--- src/upsample_pkg.sv ---
package upsample_pkg;

    // which patch border a tile owns.
    // row 0 is written only by tiles with y of 0, column 0 only by tiles with x of 0.
    typedef enum logic [1:0] {
        mode_interior  = 2'b00, // y > 0 and x > 0.
        mode_first_row = 2'b01, // y = 0 only.
        mode_first_col = 2'b10, // x = 0 only.
        mode_corner    = 2'b11  // both x and y are 0.
    } edge_mode_t;

    // owner of the RAM read issued in the previous cycle.
    typedef enum logic {
        req_host   = 1'b0,
        req_engine = 1'b1
    } req_sel_t;

endpackage
--- src/upsample_top.sv ---
`timescale 1ns/100ps

module upsample_top import upsample_pkg::*; #(
    parameter int pixel_width = 8,
    parameter int img_w = 4,
    parameter int img_h = 4,
    localparam int src_aw = $clog2(img_w * img_h),
    localparam int dst_aw = $clog2((2 * img_w - 1) * (2 * img_h - 1)),
    localparam int tx_w = $clog2(img_w),
    localparam int ty_w = $clog2(img_h)
) (
    input  logic                   clk,
    input  logic                   rst,
    input  logic                   load_en,
    input  logic [src_aw-1:0]      load_addr,
    input  logic [pixel_width-1:0] load_data,
    input  logic                   start,
    input  logic                   rd_en,
    input  logic [dst_aw-1:0]      rd_addr,
    output logic [pixel_width-1:0] rd_data,
    output logic                   rd_valid,
    output logic                   busy,
    output logic                   done
);

    logic [src_aw-1:0]      src_ram_addr;
    logic [pixel_width-1:0] src_ram_wdata;
    logic                   src_ram_we;
    logic [pixel_width-1:0] src_rdata;
    logic                   src_req;
    logic [src_aw-1:0]      src_addr;
    logic                   src_gnt;
    logic                   src_rvalid;

    logic [dst_aw-1:0]      dst_ram_addr;
    logic [pixel_width-1:0] dst_ram_wdata;
    logic                   dst_ram_we;
    logic                   dst_req;
    logic [dst_aw-1:0]      dst_addr;
    logic [pixel_width-1:0] dst_wdata;
    logic                   dst_gnt;

    logic                   busy_fetch;
    logic                   busy_write;
    logic                   all_fetched;
    logic                   writer_free;
    logic                   tile_valid;
    logic [pixel_width-1:0] a, b, c, d;
    logic [tx_w-1:0]        tile_x;
    logic [ty_w-1:0]        tile_y;
    edge_mode_t             edge_mode;

    assign busy = busy_fetch | busy_write;

    pixel_ram #(.width(pixel_width), .depth(img_w * img_h)) i_src_ram (
        .clk(clk), .addr(src_ram_addr), .wdata(src_ram_wdata), .we(src_ram_we), .rdata(src_rdata)
    );

    pixel_ram #(.width(pixel_width), .depth((2 * img_w - 1) * (2 * img_h - 1))) i_dst_ram (
        .clk(clk), .addr(dst_ram_addr), .wdata(dst_ram_wdata), .we(dst_ram_we), .rdata(rd_data)
    );

    // the host only writes the source image, the engine only reads it.
    mem_arbiter #(.addr_width(src_aw), .width(pixel_width)) i_src_arb (
        .clk(clk), .rst(rst),
        .host_en(load_en), .host_addr(load_addr), .host_wdata(load_data), .host_we(1'b1),
        .host_rvalid(),
        .eng_req(src_req), .eng_addr(src_addr), .eng_wdata('0), .eng_we(1'b0),
        .eng_gnt(src_gnt), .eng_rvalid(src_rvalid),
        .ram_addr(src_ram_addr), .ram_wdata(src_ram_wdata), .ram_we(src_ram_we)
    );

    // the host only reads the output image, the engine only writes it.
    mem_arbiter #(.addr_width(dst_aw), .width(pixel_width)) i_dst_arb (
        .clk(clk), .rst(rst),
        .host_en(rd_en), .host_addr(rd_addr), .host_wdata('0), .host_we(1'b0),
        .host_rvalid(rd_valid),
        .eng_req(dst_req), .eng_addr(dst_addr), .eng_wdata(dst_wdata), .eng_we(1'b1),
        .eng_gnt(dst_gnt), .eng_rvalid(),
        .ram_addr(dst_ram_addr), .ram_wdata(dst_ram_wdata), .ram_we(dst_ram_we)
    );

    tile_fetch #(.pixel_width(pixel_width), .img_w(img_w), .img_h(img_h)) i_tile_fetch (
        .clk(clk), .rst(rst), .start(start), .writer_free(writer_free),
        .busy_fetch(busy_fetch), .all_fetched(all_fetched),
        .src_req(src_req), .src_addr(src_addr), .src_gnt(src_gnt),
        .src_rvalid(src_rvalid), .src_rdata(src_rdata),
        .tile_valid(tile_valid), .a(a), .b(b), .c(c), .d(d),
        .tile_x(tile_x), .tile_y(tile_y), .edge_mode(edge_mode)
    );

    tile_writer #(.pixel_width(pixel_width), .img_w(img_w), .img_h(img_h)) i_tile_writer (
        .clk(clk), .rst(rst), .tile_valid(tile_valid), .a(a), .b(b), .c(c), .d(d),
        .tile_x(tile_x), .tile_y(tile_y), .edge_mode(edge_mode), .all_fetched(all_fetched),
        .writer_free(writer_free), .done(done), .busy_write(busy_write),
        .dst_req(dst_req), .dst_addr(dst_addr), .dst_wdata(dst_wdata), .dst_gnt(dst_gnt)
    );

endmodule

--- src/tile_writer.sv ---
`timescale 1ns/100ps

module tile_writer import upsample_pkg::*; #(
    parameter int pixel_width = 8,
    parameter int img_w = 4,
    parameter int img_h = 4,
    localparam int dst_aw = $clog2((2 * img_w - 1) * (2 * img_h - 1)),
    localparam int tx_w = $clog2(img_w),
    localparam int ty_w = $clog2(img_h)
) (
    input  logic                   clk,
    input  logic                   rst,
    input  logic                   tile_valid,
    input  logic [pixel_width-1:0] a,
    input  logic [pixel_width-1:0] b,
    input  logic [pixel_width-1:0] c,
    input  logic [pixel_width-1:0] d,
    input  logic [tx_w-1:0]        tile_x,
    input  logic [ty_w-1:0]        tile_y,
    input  edge_mode_t             edge_mode,
    input  logic                   all_fetched,
    output logic                   writer_free,
    output logic                   done,
    output logic                   busy_write,
    output logic                   dst_req,
    output logic [dst_aw-1:0]      dst_addr,
    output logic [pixel_width-1:0] dst_wdata,
    input  logic                   dst_gnt
);

    localparam int out_w = 2 * img_w - 1;

    logic [pixel_width-1:0] ra, rb, rc, rd;
    logic [pixel_width-1:0] p00, p01, p02, p10, p11, p12, p20, p21, p22;
    logic [tx_w-1:0]        rtx;
    logic [ty_w-1:0]        rty;
    logic                   writing;
    logic [1:0]             row;
    logic [1:0]             col;
    logic [1:0]             col_first; // column a patch row restarts at.
    logic [31:0]            dst_pos;
    logic                   last_write;
    logic                   own_row0;
    logic                   own_col0;

    tile_interp #(
        .pixel_width(pixel_width)
    ) i_tile_interp (
        .a  (ra),
        .b  (rb),
        .c  (rc),
        .d  (rd),
        .p00(p00),
        .p01(p01),
        .p02(p02),
        .p10(p10),
        .p11(p11),
        .p12(p12),
        .p20(p20),
        .p21(p21),
        .p22(p22)
    );

    assign own_row0 = (edge_mode == mode_first_row) || (edge_mode == mode_corner);
    assign own_col0 = (edge_mode == mode_first_col) || (edge_mode == mode_corner);

    assign writer_free = ~writing;
    assign busy_write  = writing;
    assign dst_req     = writing;
    assign last_write  = writing && dst_gnt && (row == 2'd2) && (col == 2'd2);

    assign dst_pos  = (2 * 32'(rty) + 32'(row)) * out_w + 2 * 32'(rtx) + 32'(col);
    assign dst_addr = dst_pos[dst_aw-1:0];

    always_comb begin
        case ({row, col})
            4'h0: dst_wdata = p00;
            4'h1: dst_wdata = p01;
            4'h2: dst_wdata = p02;
            4'h4: dst_wdata = p10;
            4'h5: dst_wdata = p11;
            4'h6: dst_wdata = p12;
            4'h8: dst_wdata = p20;
            4'h9: dst_wdata = p21;
            default: dst_wdata = p22;
        endcase
    end

    always_ff @(posedge clk) begin
        if (rst) begin
            writing   <= 1'b0;
            row       <= '0;
            col       <= '0;
            col_first <= '0;
            done      <= 1'b0;
        end else begin
            done <= last_write && all_fetched; // only the final tile ends after all_fetched.
            if (!writing && tile_valid) begin
                writing   <= 1'b1;
                row       <= own_row0 ? 2'd0 : 2'd1;
                col       <= own_col0 ? 2'd0 : 2'd1;
                col_first <= own_col0 ? 2'd0 : 2'd1;
            end else if (writing && dst_gnt) begin
                if (col == 2'd2) begin
                    col <= col_first;
                    if (row == 2'd2) begin
                        writing <= 1'b0;
                    end else begin
                        row <= row + 2'd1;
                    end
                end else begin
                    col <= col + 2'd1;
                end
            end
        end
    end

    always_ff @(posedge clk) begin
        if (!writing && tile_valid) begin
            ra  <= a;
            rb  <= b;
            rc  <= c;
            rd  <= d;
            rtx <= tile_x;
            rty <= tile_y;
        end
    end

endmodule

--- src/tile_interp.sv ---
`timescale 1ns/100ps

module tile_interp #(
    parameter int pixel_width = 8
) (
    input  logic [pixel_width-1:0] a,
    input  logic [pixel_width-1:0] b,
    input  logic [pixel_width-1:0] c,
    input  logic [pixel_width-1:0] d,
    output logic [pixel_width-1:0] p00,
    output logic [pixel_width-1:0] p01,
    output logic [pixel_width-1:0] p02,
    output logic [pixel_width-1:0] p10,
    output logic [pixel_width-1:0] p11,
    output logic [pixel_width-1:0] p12,
    output logic [pixel_width-1:0] p20,
    output logic [pixel_width-1:0] p21,
    output logic [pixel_width-1:0] p22
);

    logic [pixel_width:0]   sum_ab;
    logic [pixel_width:0]   sum_ac;
    logic [pixel_width:0]   sum_bd;
    logic [pixel_width:0]   sum_cd;
    logic [pixel_width+1:0] sum_all; // four pixels need two extra bits.

    assign sum_ab  = {1'b0, a} + {1'b0, b};
    assign sum_ac  = {1'b0, a} + {1'b0, c};
    assign sum_bd  = {1'b0, b} + {1'b0, d};
    assign sum_cd  = {1'b0, c} + {1'b0, d};
    assign sum_all = {2'b00, a} + {2'b00, b} + {2'b00, c} + {2'b00, d};

    assign p00 = a;
    assign p02 = b;
    assign p20 = c;
    assign p22 = d;

    // dropping the low bits truncates the average.
    assign p01 = sum_ab[pixel_width:1];
    assign p10 = sum_ac[pixel_width:1];
    assign p12 = sum_bd[pixel_width:1];
    assign p21 = sum_cd[pixel_width:1];
    assign p11 = sum_all[pixel_width+1:2];

endmodule

--- src/tile_fetch.sv ---
`timescale 1ns/100ps

module tile_fetch import upsample_pkg::*; #(
    parameter int pixel_width = 8,
    parameter int img_w = 4,
    parameter int img_h = 4,
    localparam int src_aw = $clog2(img_w * img_h),
    localparam int tx_w = $clog2(img_w),
    localparam int ty_w = $clog2(img_h)
) (
    input  logic                   clk,
    input  logic                   rst,
    input  logic                   start,
    input  logic                   writer_free,
    output logic                   busy_fetch,
    output logic                   all_fetched,
    output logic                   src_req,
    output logic [src_aw-1:0]      src_addr,
    input  logic                   src_gnt,
    input  logic                   src_rvalid,
    input  logic [pixel_width-1:0] src_rdata,
    output logic                   tile_valid,
    output logic [pixel_width-1:0] a,
    output logic [pixel_width-1:0] b,
    output logic [pixel_width-1:0] c,
    output logic [pixel_width-1:0] d,
    output logic [tx_w-1:0]        tile_x,
    output logic [ty_w-1:0]        tile_y,
    output edge_mode_t             edge_mode
);

    localparam logic [1:0] st_idle = 2'd0;
    localparam logic [1:0] st_read = 2'd1;
    localparam logic [1:0] st_hand = 2'd2;

    logic [1:0]  state;
    logic [2:0]  req_cnt; // reads granted for this tile, 0 to 4.
    logic [1:0]  cap_cnt; // pixels caught for this tile.
    logic [31:0] src_pos;
    logic        last_tile;

    // read k goes to x plus bit 0 of k and y plus bit 1 of k.
    assign src_pos = (32'(tile_y) + 32'(req_cnt[1])) * img_w + 32'(tile_x) + 32'(req_cnt[0]);
    assign src_addr = src_pos[src_aw-1:0];
    assign src_req = (state == st_read) && !req_cnt[2];

    assign tile_valid = (state == st_hand) && writer_free;
    assign edge_mode = edge_mode_t'({tile_x == '0, tile_y == '0});
    assign last_tile = (32'(tile_x) == img_w - 2) && (32'(tile_y) == img_h - 2);
    assign busy_fetch = (state != st_idle);

    always_ff @(posedge clk) begin
        if (rst) begin
            state       <= st_idle;
            req_cnt     <= '0;
            cap_cnt     <= '0;
            tile_x      <= '0;
            tile_y      <= '0;
            all_fetched <= 1'b0;
        end else begin
            case (state)
                st_idle: begin
                    if (start && writer_free) begin // a start while the writer drains is ignored.
                        state       <= st_read;
                        req_cnt     <= '0;
                        cap_cnt     <= '0;
                        tile_x      <= '0;
                        tile_y      <= '0;
                        all_fetched <= 1'b0;
                    end
                end
                st_read: begin
                    if (src_req && src_gnt) begin
                        req_cnt <= req_cnt + 3'd1;
                    end
                    if (src_rvalid) begin
                        cap_cnt <= cap_cnt + 2'd1;
                        if (cap_cnt == 2'd3) begin
                            state <= st_hand;
                        end
                    end
                end
                st_hand: begin
                    if (writer_free) begin
                        req_cnt <= '0;
                        cap_cnt <= '0;
                        if (last_tile) begin
                            state       <= st_idle;
                            all_fetched <= 1'b1;
                        end else begin
                            state <= st_read;
                            if (32'(tile_x) == img_w - 2) begin
                                tile_x <= '0;
                                tile_y <= tile_y + 1'b1;
                            end else begin
                                tile_x <= tile_x + 1'b1;
                            end
                        end
                    end
                end
                default: state <= st_idle;
            endcase
        end
    end

    always_ff @(posedge clk) begin
        if (state == st_read && src_rvalid) begin
            case (cap_cnt)
                2'd0: a <= src_rdata;
                2'd1: b <= src_rdata;
                2'd2: c <= src_rdata;
                default: d <= src_rdata;
            endcase
        end
    end

endmodule

--- src/mem_arbiter.sv ---
`timescale 1ns/100ps

module mem_arbiter import upsample_pkg::*; #(
    parameter int addr_width = 4,
    parameter int width = 8
) (
    input  logic                  clk,
    input  logic                  rst,
    input  logic                  host_en,
    input  logic [addr_width-1:0] host_addr,
    input  logic [width-1:0]      host_wdata,
    input  logic                  host_we,
    output logic                  host_rvalid,
    input  logic                  eng_req,
    input  logic [addr_width-1:0] eng_addr,
    input  logic [width-1:0]      eng_wdata,
    input  logic                  eng_we,
    output logic                  eng_gnt,
    output logic                  eng_rvalid,
    output logic [addr_width-1:0] ram_addr,
    output logic [width-1:0]      ram_wdata,
    output logic                  ram_we
);

    req_sel_t rd_sel;
    logic     rd_pending;
    logic     read_issue;

    assign eng_gnt    = eng_req & ~host_en; // the host strobe has no handshake, so it always wins.
    assign ram_addr   = host_en ? host_addr : eng_addr;
    assign ram_wdata  = host_en ? host_wdata : eng_wdata;
    assign ram_we     = host_en ? host_we : (eng_gnt & eng_we);
    assign read_issue = host_en ? ~host_we : (eng_gnt & ~eng_we);

    always_ff @(posedge clk) begin
        if (rst) begin
            rd_pending <= 1'b0;
            rd_sel     <= req_host;
        end else begin
            rd_pending <= read_issue;
            rd_sel     <= host_en ? req_host : req_engine;
        end
    end

    assign host_rvalid = rd_pending && (rd_sel == req_host);
    assign eng_rvalid  = rd_pending && (rd_sel == req_engine);

endmodule

--- src/pixel_ram.sv ---
`timescale 1ns/100ps

module pixel_ram #(
    parameter int width = 8,
    parameter int depth = 16,
    localparam int addr_width = $clog2(depth)
) (
    input  logic                  clk,
    input  logic [addr_width-1:0] addr,
    input  logic [width-1:0]      wdata,
    input  logic                  we,
    output logic [width-1:0]      rdata
);

    logic [width-1:0] mem [depth];

    always_ff @(posedge clk) begin
        if (we) begin
            mem[addr] <= wdata;
        end
        rdata <= mem[addr]; // read data comes one cycle after the address.
    end

endmodule

--- config.mk ---
export PLATFORM = sky130hd
export DESIGN_NAME = upsample_top
export DESIGN_NICKNAME = d
export VERILOG_FILES = /design/src/upsample_pkg.sv /design/src/upsample_top.sv /design/src/tile_writer.sv /design/src/tile_interp.sv /design/src/tile_fetch.sv /design/src/mem_arbiter.sv /design/src/pixel_ram.sv
export SDC_FILE = /design/constraint.sdc
export NUM_CORES = 1
export LEC_CHECK = 0
export BUFFER_PORTS_ARGS = -buffer_cell sky130_fd_sc_hd__clkbuf_2
export CAP_MARGIN = 20
export CORE_ASPECT_RATIO = 1.25
export CORE_MARGIN = 2
export CORE_UTILIZATION = 55
export CTS_BUF_LIST = sky130_fd_sc_hd__clkbuf_8
export DETAILED_ROUTE_END_ITERATION = 7
export PLACE_DENSITY = 0.71
export SLEW_MARGIN = 15
export SYNTH_ARGS = -nofsm -noshare
export SYNTH_HDL_FRONTEND = slang
export SYNTH_SLANG_ARGS = --single-unit
--- constraint.sdc ---
create_clock -name clk -period 6.8 [get_ports clk]
set_input_delay 0.34 -clock clk [delete_from_list [all_inputs] [get_ports clk]]
set_output_delay 0.34 -clock clk [all_outputs]
set_load 0.005 [all_outputs]
==> results.md <==
| Parameter | Value | Unit |
| --- | --- | --- |
| Static leakage | 9.85 | nW |
| Simple-gate portion of the synthesized area | 0.0767 | - |
| Chip Width | 200 | um |
| Count of different cell masters after synthesis | 93 | - |
| Placeable core area | 47300 | um2 |
| Number of antenna violations at the first check in global routing | 1 | - |
| Final hold slack | 0.197 | ns |
| CP Data Required Time | 7.07 | ns |
| Final number of setup-violating endpoints | 0 | - |
| Crit Path Class | register to register | - |
| Clock tree from TritonCTS | built | - |
| Slew at the pin with the worst max-slew slack | 1.14 | ns |
| Final antenna-violating net count | 0 | - |
| Number of instances on the worst hold path | 2 | - |
| R2R Path Start | i_tile_writer.row[1] | - |
| Source of the worst hold timing path | load_addr[2] | - |
| Global-route wire length before repair | 99800 | um |
| Endpoints failing hold | 0 | - |
| Highest clock rate | 180 | MHz |
| Power per unit of standard cell area | 256 | nW/um2 |
| Setup repair after global routing missed its margin | false | - |
| Number of pins with negative max-slew slack in the final report | 0 | - |
| Capturing point of the worst reg2reg path | i_dst_ram.mem[28][3] | - |
| Final weighted congestion in routability-driven placement | 0.960 | - |
| Synthesized netlist cell count | 1738 | - |
| Type of element capturing the critical path | register | - |
| GR Overflow Total | 0 | - |
| Post_cts resized | 0 | - |
| Maximum number of pins on one net before global-route repair | 57 | - |
| Hold path endpoint | i_src_ram.mem[1][5] | - |
| Number of search-and-repair iterations in the first detailed-routing pass | 8 | - |
| Post-placement cell area | 27400 | um2 |
| Share of flip-flops with an asynchronous set or reset | 0 | - |
| Sequential share of the synthesized area | 0.700 | - |
| Max H-tree Level | 3 | - |
| Average footprint of a synthesized cell | 15.2 | um2 |
| Maximum VDD drop | 0.145 | mV |
| Number of global-route vias before repair | 16000 | - |
| Layout cells sized above 1 | 0.150 | - |
| Worst clock skew | 0.0414 | ns |
| Hold Crit Class | input pin to register | - |
| Share of the synthesized netlist area taken by xor and xnor gates | 0.00731 | - |
| Rows | 89 | - |
| Total power | 7.46 | mW |
| Clk Latency, worst-skew pair | 0.66 | ns |
| Relative slew margins | 0.235 | - |
| Compound-gate portion of the synthesized area | 0.105 | - |
| Port-buffer cells | 33 | - |
| Vias per inst | 6.38 | - |
| Global Route Usage Sum | 0.272 | - |
| Final HPWL from detailed placement | 41500 | um |
| CTS Buffer Depth | 3 | - |
| Final instance area | 29200 | um2 |
| WP data arrival | 5.82 | ns |
| Post-layout minimum cycle time | 5.56 | ns |
| CP startpoint kind | register | - |
| Total die area | 49700 | um2 |
| Synth Cell Area | 26400 | um2 |
| Number of hold buffers added after CTS | 1 | - |
| Total Routed Length | 65900 | um |
| Adder-cell area share of the yosys netlist | 0.0398 | - |
| Max-cap violation count | 0 | - |
| Number of flops mapped to enable cells by yosys | 588 | - |
| Layout overhead on the synthesized area | 10.7 | % |
| Ys Warns | 0 | - |
| CTS root buffer | sky130_fd_sc_hd__clkbuf_8 | - |
| Die boundary height | 249 | um |
| Proportion of synthesized area in mux cells | 0.0466 | - |
| Number of remaining DRC errors | 0 | - |
| Number of inserted filler cells in the final layout | 3419 | - |
| Routed len/inst | 26.0 | um |
| Flop2flop setup slack | 1.24 | ns |
| Cts bufs inserted | 91 | - |
| Count of cells along the worst register-to-register path | 11 | - |
| Syn Nets | 1831 | - |
| Starting DRC count in detailed routing | 2104 | - |
| Post-CTS Repair Setup Buffers | 0 | - |
| Main combinational cell family by area after synthesis | compound AO/OA/AOI/OAI gates | - |
| # IOs | 34 | - |
| Routed vias | 16200 | - |
| Initial standard-cell utilization of the core | 0.557 | - |
| Largest fanout on the critical path | 11 | - |
| CTS sink count | 627 | - |
| Run status | complete, no violations | - |
| Number of flip-flops and latches in the synthesized netlist | 627 | - |
| Net count of the finished layout | 1924 | - |
| Final TNS setup | 0 | ns |
| Tcrit/Tclk final | 0.817 | - |
| Clock transition at the registers of the reported paths | 0.06 | ns |
| Most used flip-flop cell after synthesis | sky130_fd_sc_hd__edfxtp_1 | - |
## cell usage after synthesis (all sizes together) (6+ instances only)
cell type  count  area (um2)
edfxtp       588       17700
nor2         132         515
nand2        125         472
a21oi         81         417
inv           63         236
a22oi         47         353
ha            47         588
nand3         47         245
buf           45         294
a221oi        44         398
o21ai         41         209
dfxtp         39         781
mux2i         37         395
clkbuf        36         135
mux4          33         743
nor3          24         120
fa            23         460
a222oi        21         210
a22o          21         184
a211oi        18         135
xnor2         17         149
and2          16         100
nor2b         16         100
a21o          13        97.6
a31oi         13        81.3
o22ai         13        81.3
mux2           8        90.1
nand2b         7        43.8
nand3b         7        52.6
o211ai         7        52.6
a221o          6        60.1
a41oi          6        71.3
## metrics by stage
step | std cells | setup slack [ns] | util
2_1_floorplan | 1738 | 1.32 | -
3_3_place_gp | 2372 | 1.17 | 0.580
3_5_place_dp | 2372 | 0.990 | 0.580
4_1_cts | 2537 | 0.937 | 0.616
5_1_grt | 2540 | 1.04 | 0.617
6_report | 2540 | 1.24 | 0.617
## layer usage
layer / routed length (um) / track usage / up-vias / share of wire
met5: 0 / 0 / - / 0
met4: 2570 / 0.112 / 0 / 0.039
met3: 7030 / 0.0538 / 170 / 0.11
met2: 30800 / 0.416 / 971 / 0.47
met1: 25600 / 0.385 / 8029 / 0.39
li1: - / - / 7027 / -
## how the worst max path moves through the flow
stage | end | startpoint | depth (start not counted) | slack, ns
CTS | i_dst_ram.rdata[5] | i_tile_writer.row[1] | 14 | 0.94
global placement | i_dst_ram.rdata[0] | i_tile_writer.row[1] | 14 | 1.17
detailed placement | i_dst_ram.rdata[5] | i_tile_writer.row[1] | 14 | 0.99
global route | i_dst_ram.mem[12][1] | i_tile_writer.row[1] | 11 | 1.04
floorplan | i_dst_ram.mem[0][6] | i_tile_writer.row[0] | 12 | 1.32
finish | i_dst_ram.mem[28][3] | i_tile_writer.row[1] | 11 | 1.24
## placed cells by master (no fill, tap or decap), types with 13 or more instances in the layout
| cell | Yosys | final |
|---|---|---|
| sky130_fd_sc_hd__dfxtp_1 | 39 | 39 |
| sky130_fd_sc_hd__mux4_2 | 33 | 33 |
| sky130_fd_sc_hd__nand2_1 | 124 | 124 |
| sky130_fd_sc_hd__o22ai_1 | 13 | 13 |
| sky130_fd_sc_hd__clkbuf_8 | 0 | 99 |
| sky130_fd_sc_hd__buf_4 | 5 | 46 |
| sky130_fd_sc_hd__a21oi_1 | 80 | 79 |
| sky130_fd_sc_hd__fa_1 | 23 | 23 |
| sky130_fd_sc_hd__and2_1 | 16 | 16 |
| sky130_fd_sc_hd__mux2i_1 | 35 | 33 |
| sky130_fd_sc_hd__a22oi_1 | 47 | 47 |
| sky130_fd_sc_hd__inv_1 | 62 | 89 |
| sky130_fd_sc_hd__a221oi_1 | 42 | 39 |
| sky130_fd_sc_hd__nand3_1 | 45 | 45 |
| sky130_fd_sc_hd__xnor2_1 | 17 | 16 |
| sky130_fd_sc_hd__nor2b_1 | 16 | 15 |
| sky130_fd_sc_hd__a222oi_1 | 21 | 21 |
| sky130_fd_sc_hd__a22o_1 | 21 | 21 |
| sky130_fd_sc_hd__clkbuf_2 | 0 | 33 |
| sky130_fd_sc_hd__edfxtp_1 | 588 | 588 |
| sky130_fd_sc_hd__a211oi_1 | 18 | 18 |
| sky130_fd_sc_hd__ha_1 | 47 | 47 |
| sky130_fd_sc_hd__clkinv_1 | 0 | 20 |
| sky130_fd_sc_hd__nor3_1 | 24 | 23 |
| sky130_fd_sc_hd__o21ai_0 | 38 | 38 |
| sky130_fd_sc_hd__nor2_1 | 126 | 123 |
## where the power goes
group	leakage, nW	switching, mW	internal, mW
clock network	0.977	1.41	1.42
logic	3.35	0.260	0.127
registers	5.52	0.0189	4.23
total	9.85	1.69	5.77
## worst max-delay path, cell delays in order (launching register included)
cell	delay, ns
sky130_fd_sc_hd__dfxtp_1	0.38
sky130_fd_sc_hd__ha_1	0.22
sky130_fd_sc_hd__inv_1	0.05
sky130_fd_sc_hd__ha_1	0.31
sky130_fd_sc_hd__fa_1	0.54
sky130_fd_sc_hd__fa_1	0.42
sky130_fd_sc_hd__ha_1	0.38
sky130_fd_sc_hd__xnor2_2	0.31
sky130_fd_sc_hd__a21o_2	0.29
sky130_fd_sc_hd__nor2_1	0.81
sky130_fd_sc_hd__nand2_1	0.60
sky130_fd_sc_hd__nor2_1	0.84
## final cells by class
| type | instances | area, um2 | area share |
|---|---|---|---|
| well taps | 637 | 797 | 0.0273 |
| clock inverters | 65 | 333 | 0.0114 |
| flip-flops and latches | 627 | 18400 | 0.632 |
| multi-input cells | 967 | 7470 | 0.256 |
| repair buffers | 81 | 541 | 0.0185 |
| diodes | 1 | 2.50 | 0.0000858 |
| inverters | 63 | 236 | 0.00810 |
| clock buffers | 99 | 1360 | 0.0467 |
## flip-flops by register name, indices dropped and copies added, names as in the netlist, 3 cells and up
signal	flops
i_dst_ram.mem	392
i_src_ram.mem	128
i_dst_ram.rdata	8
i_src_ram.rdata	8
i_tile_fetch.a	8
i_tile_fetch.b	8
i_tile_fetch.c	8
i_tile_fetch.d	8
i_tile_writer.ra	8
i_tile_writer.rb	8
i_tile_writer.rc	8
i_tile_writer.rd	8
i_tile_fetch.req_cnt	3
## cells by family after synthesis
family / Yosys count
and+or+nand+nor: 421
muxes: 78
DFF: 627
AOI/OAI and AO/OA: 376
adders and majority gates: 70
xor gates and xnor gates: 22
buffers and inverters: 144
(Power assumes the default switching activity.)
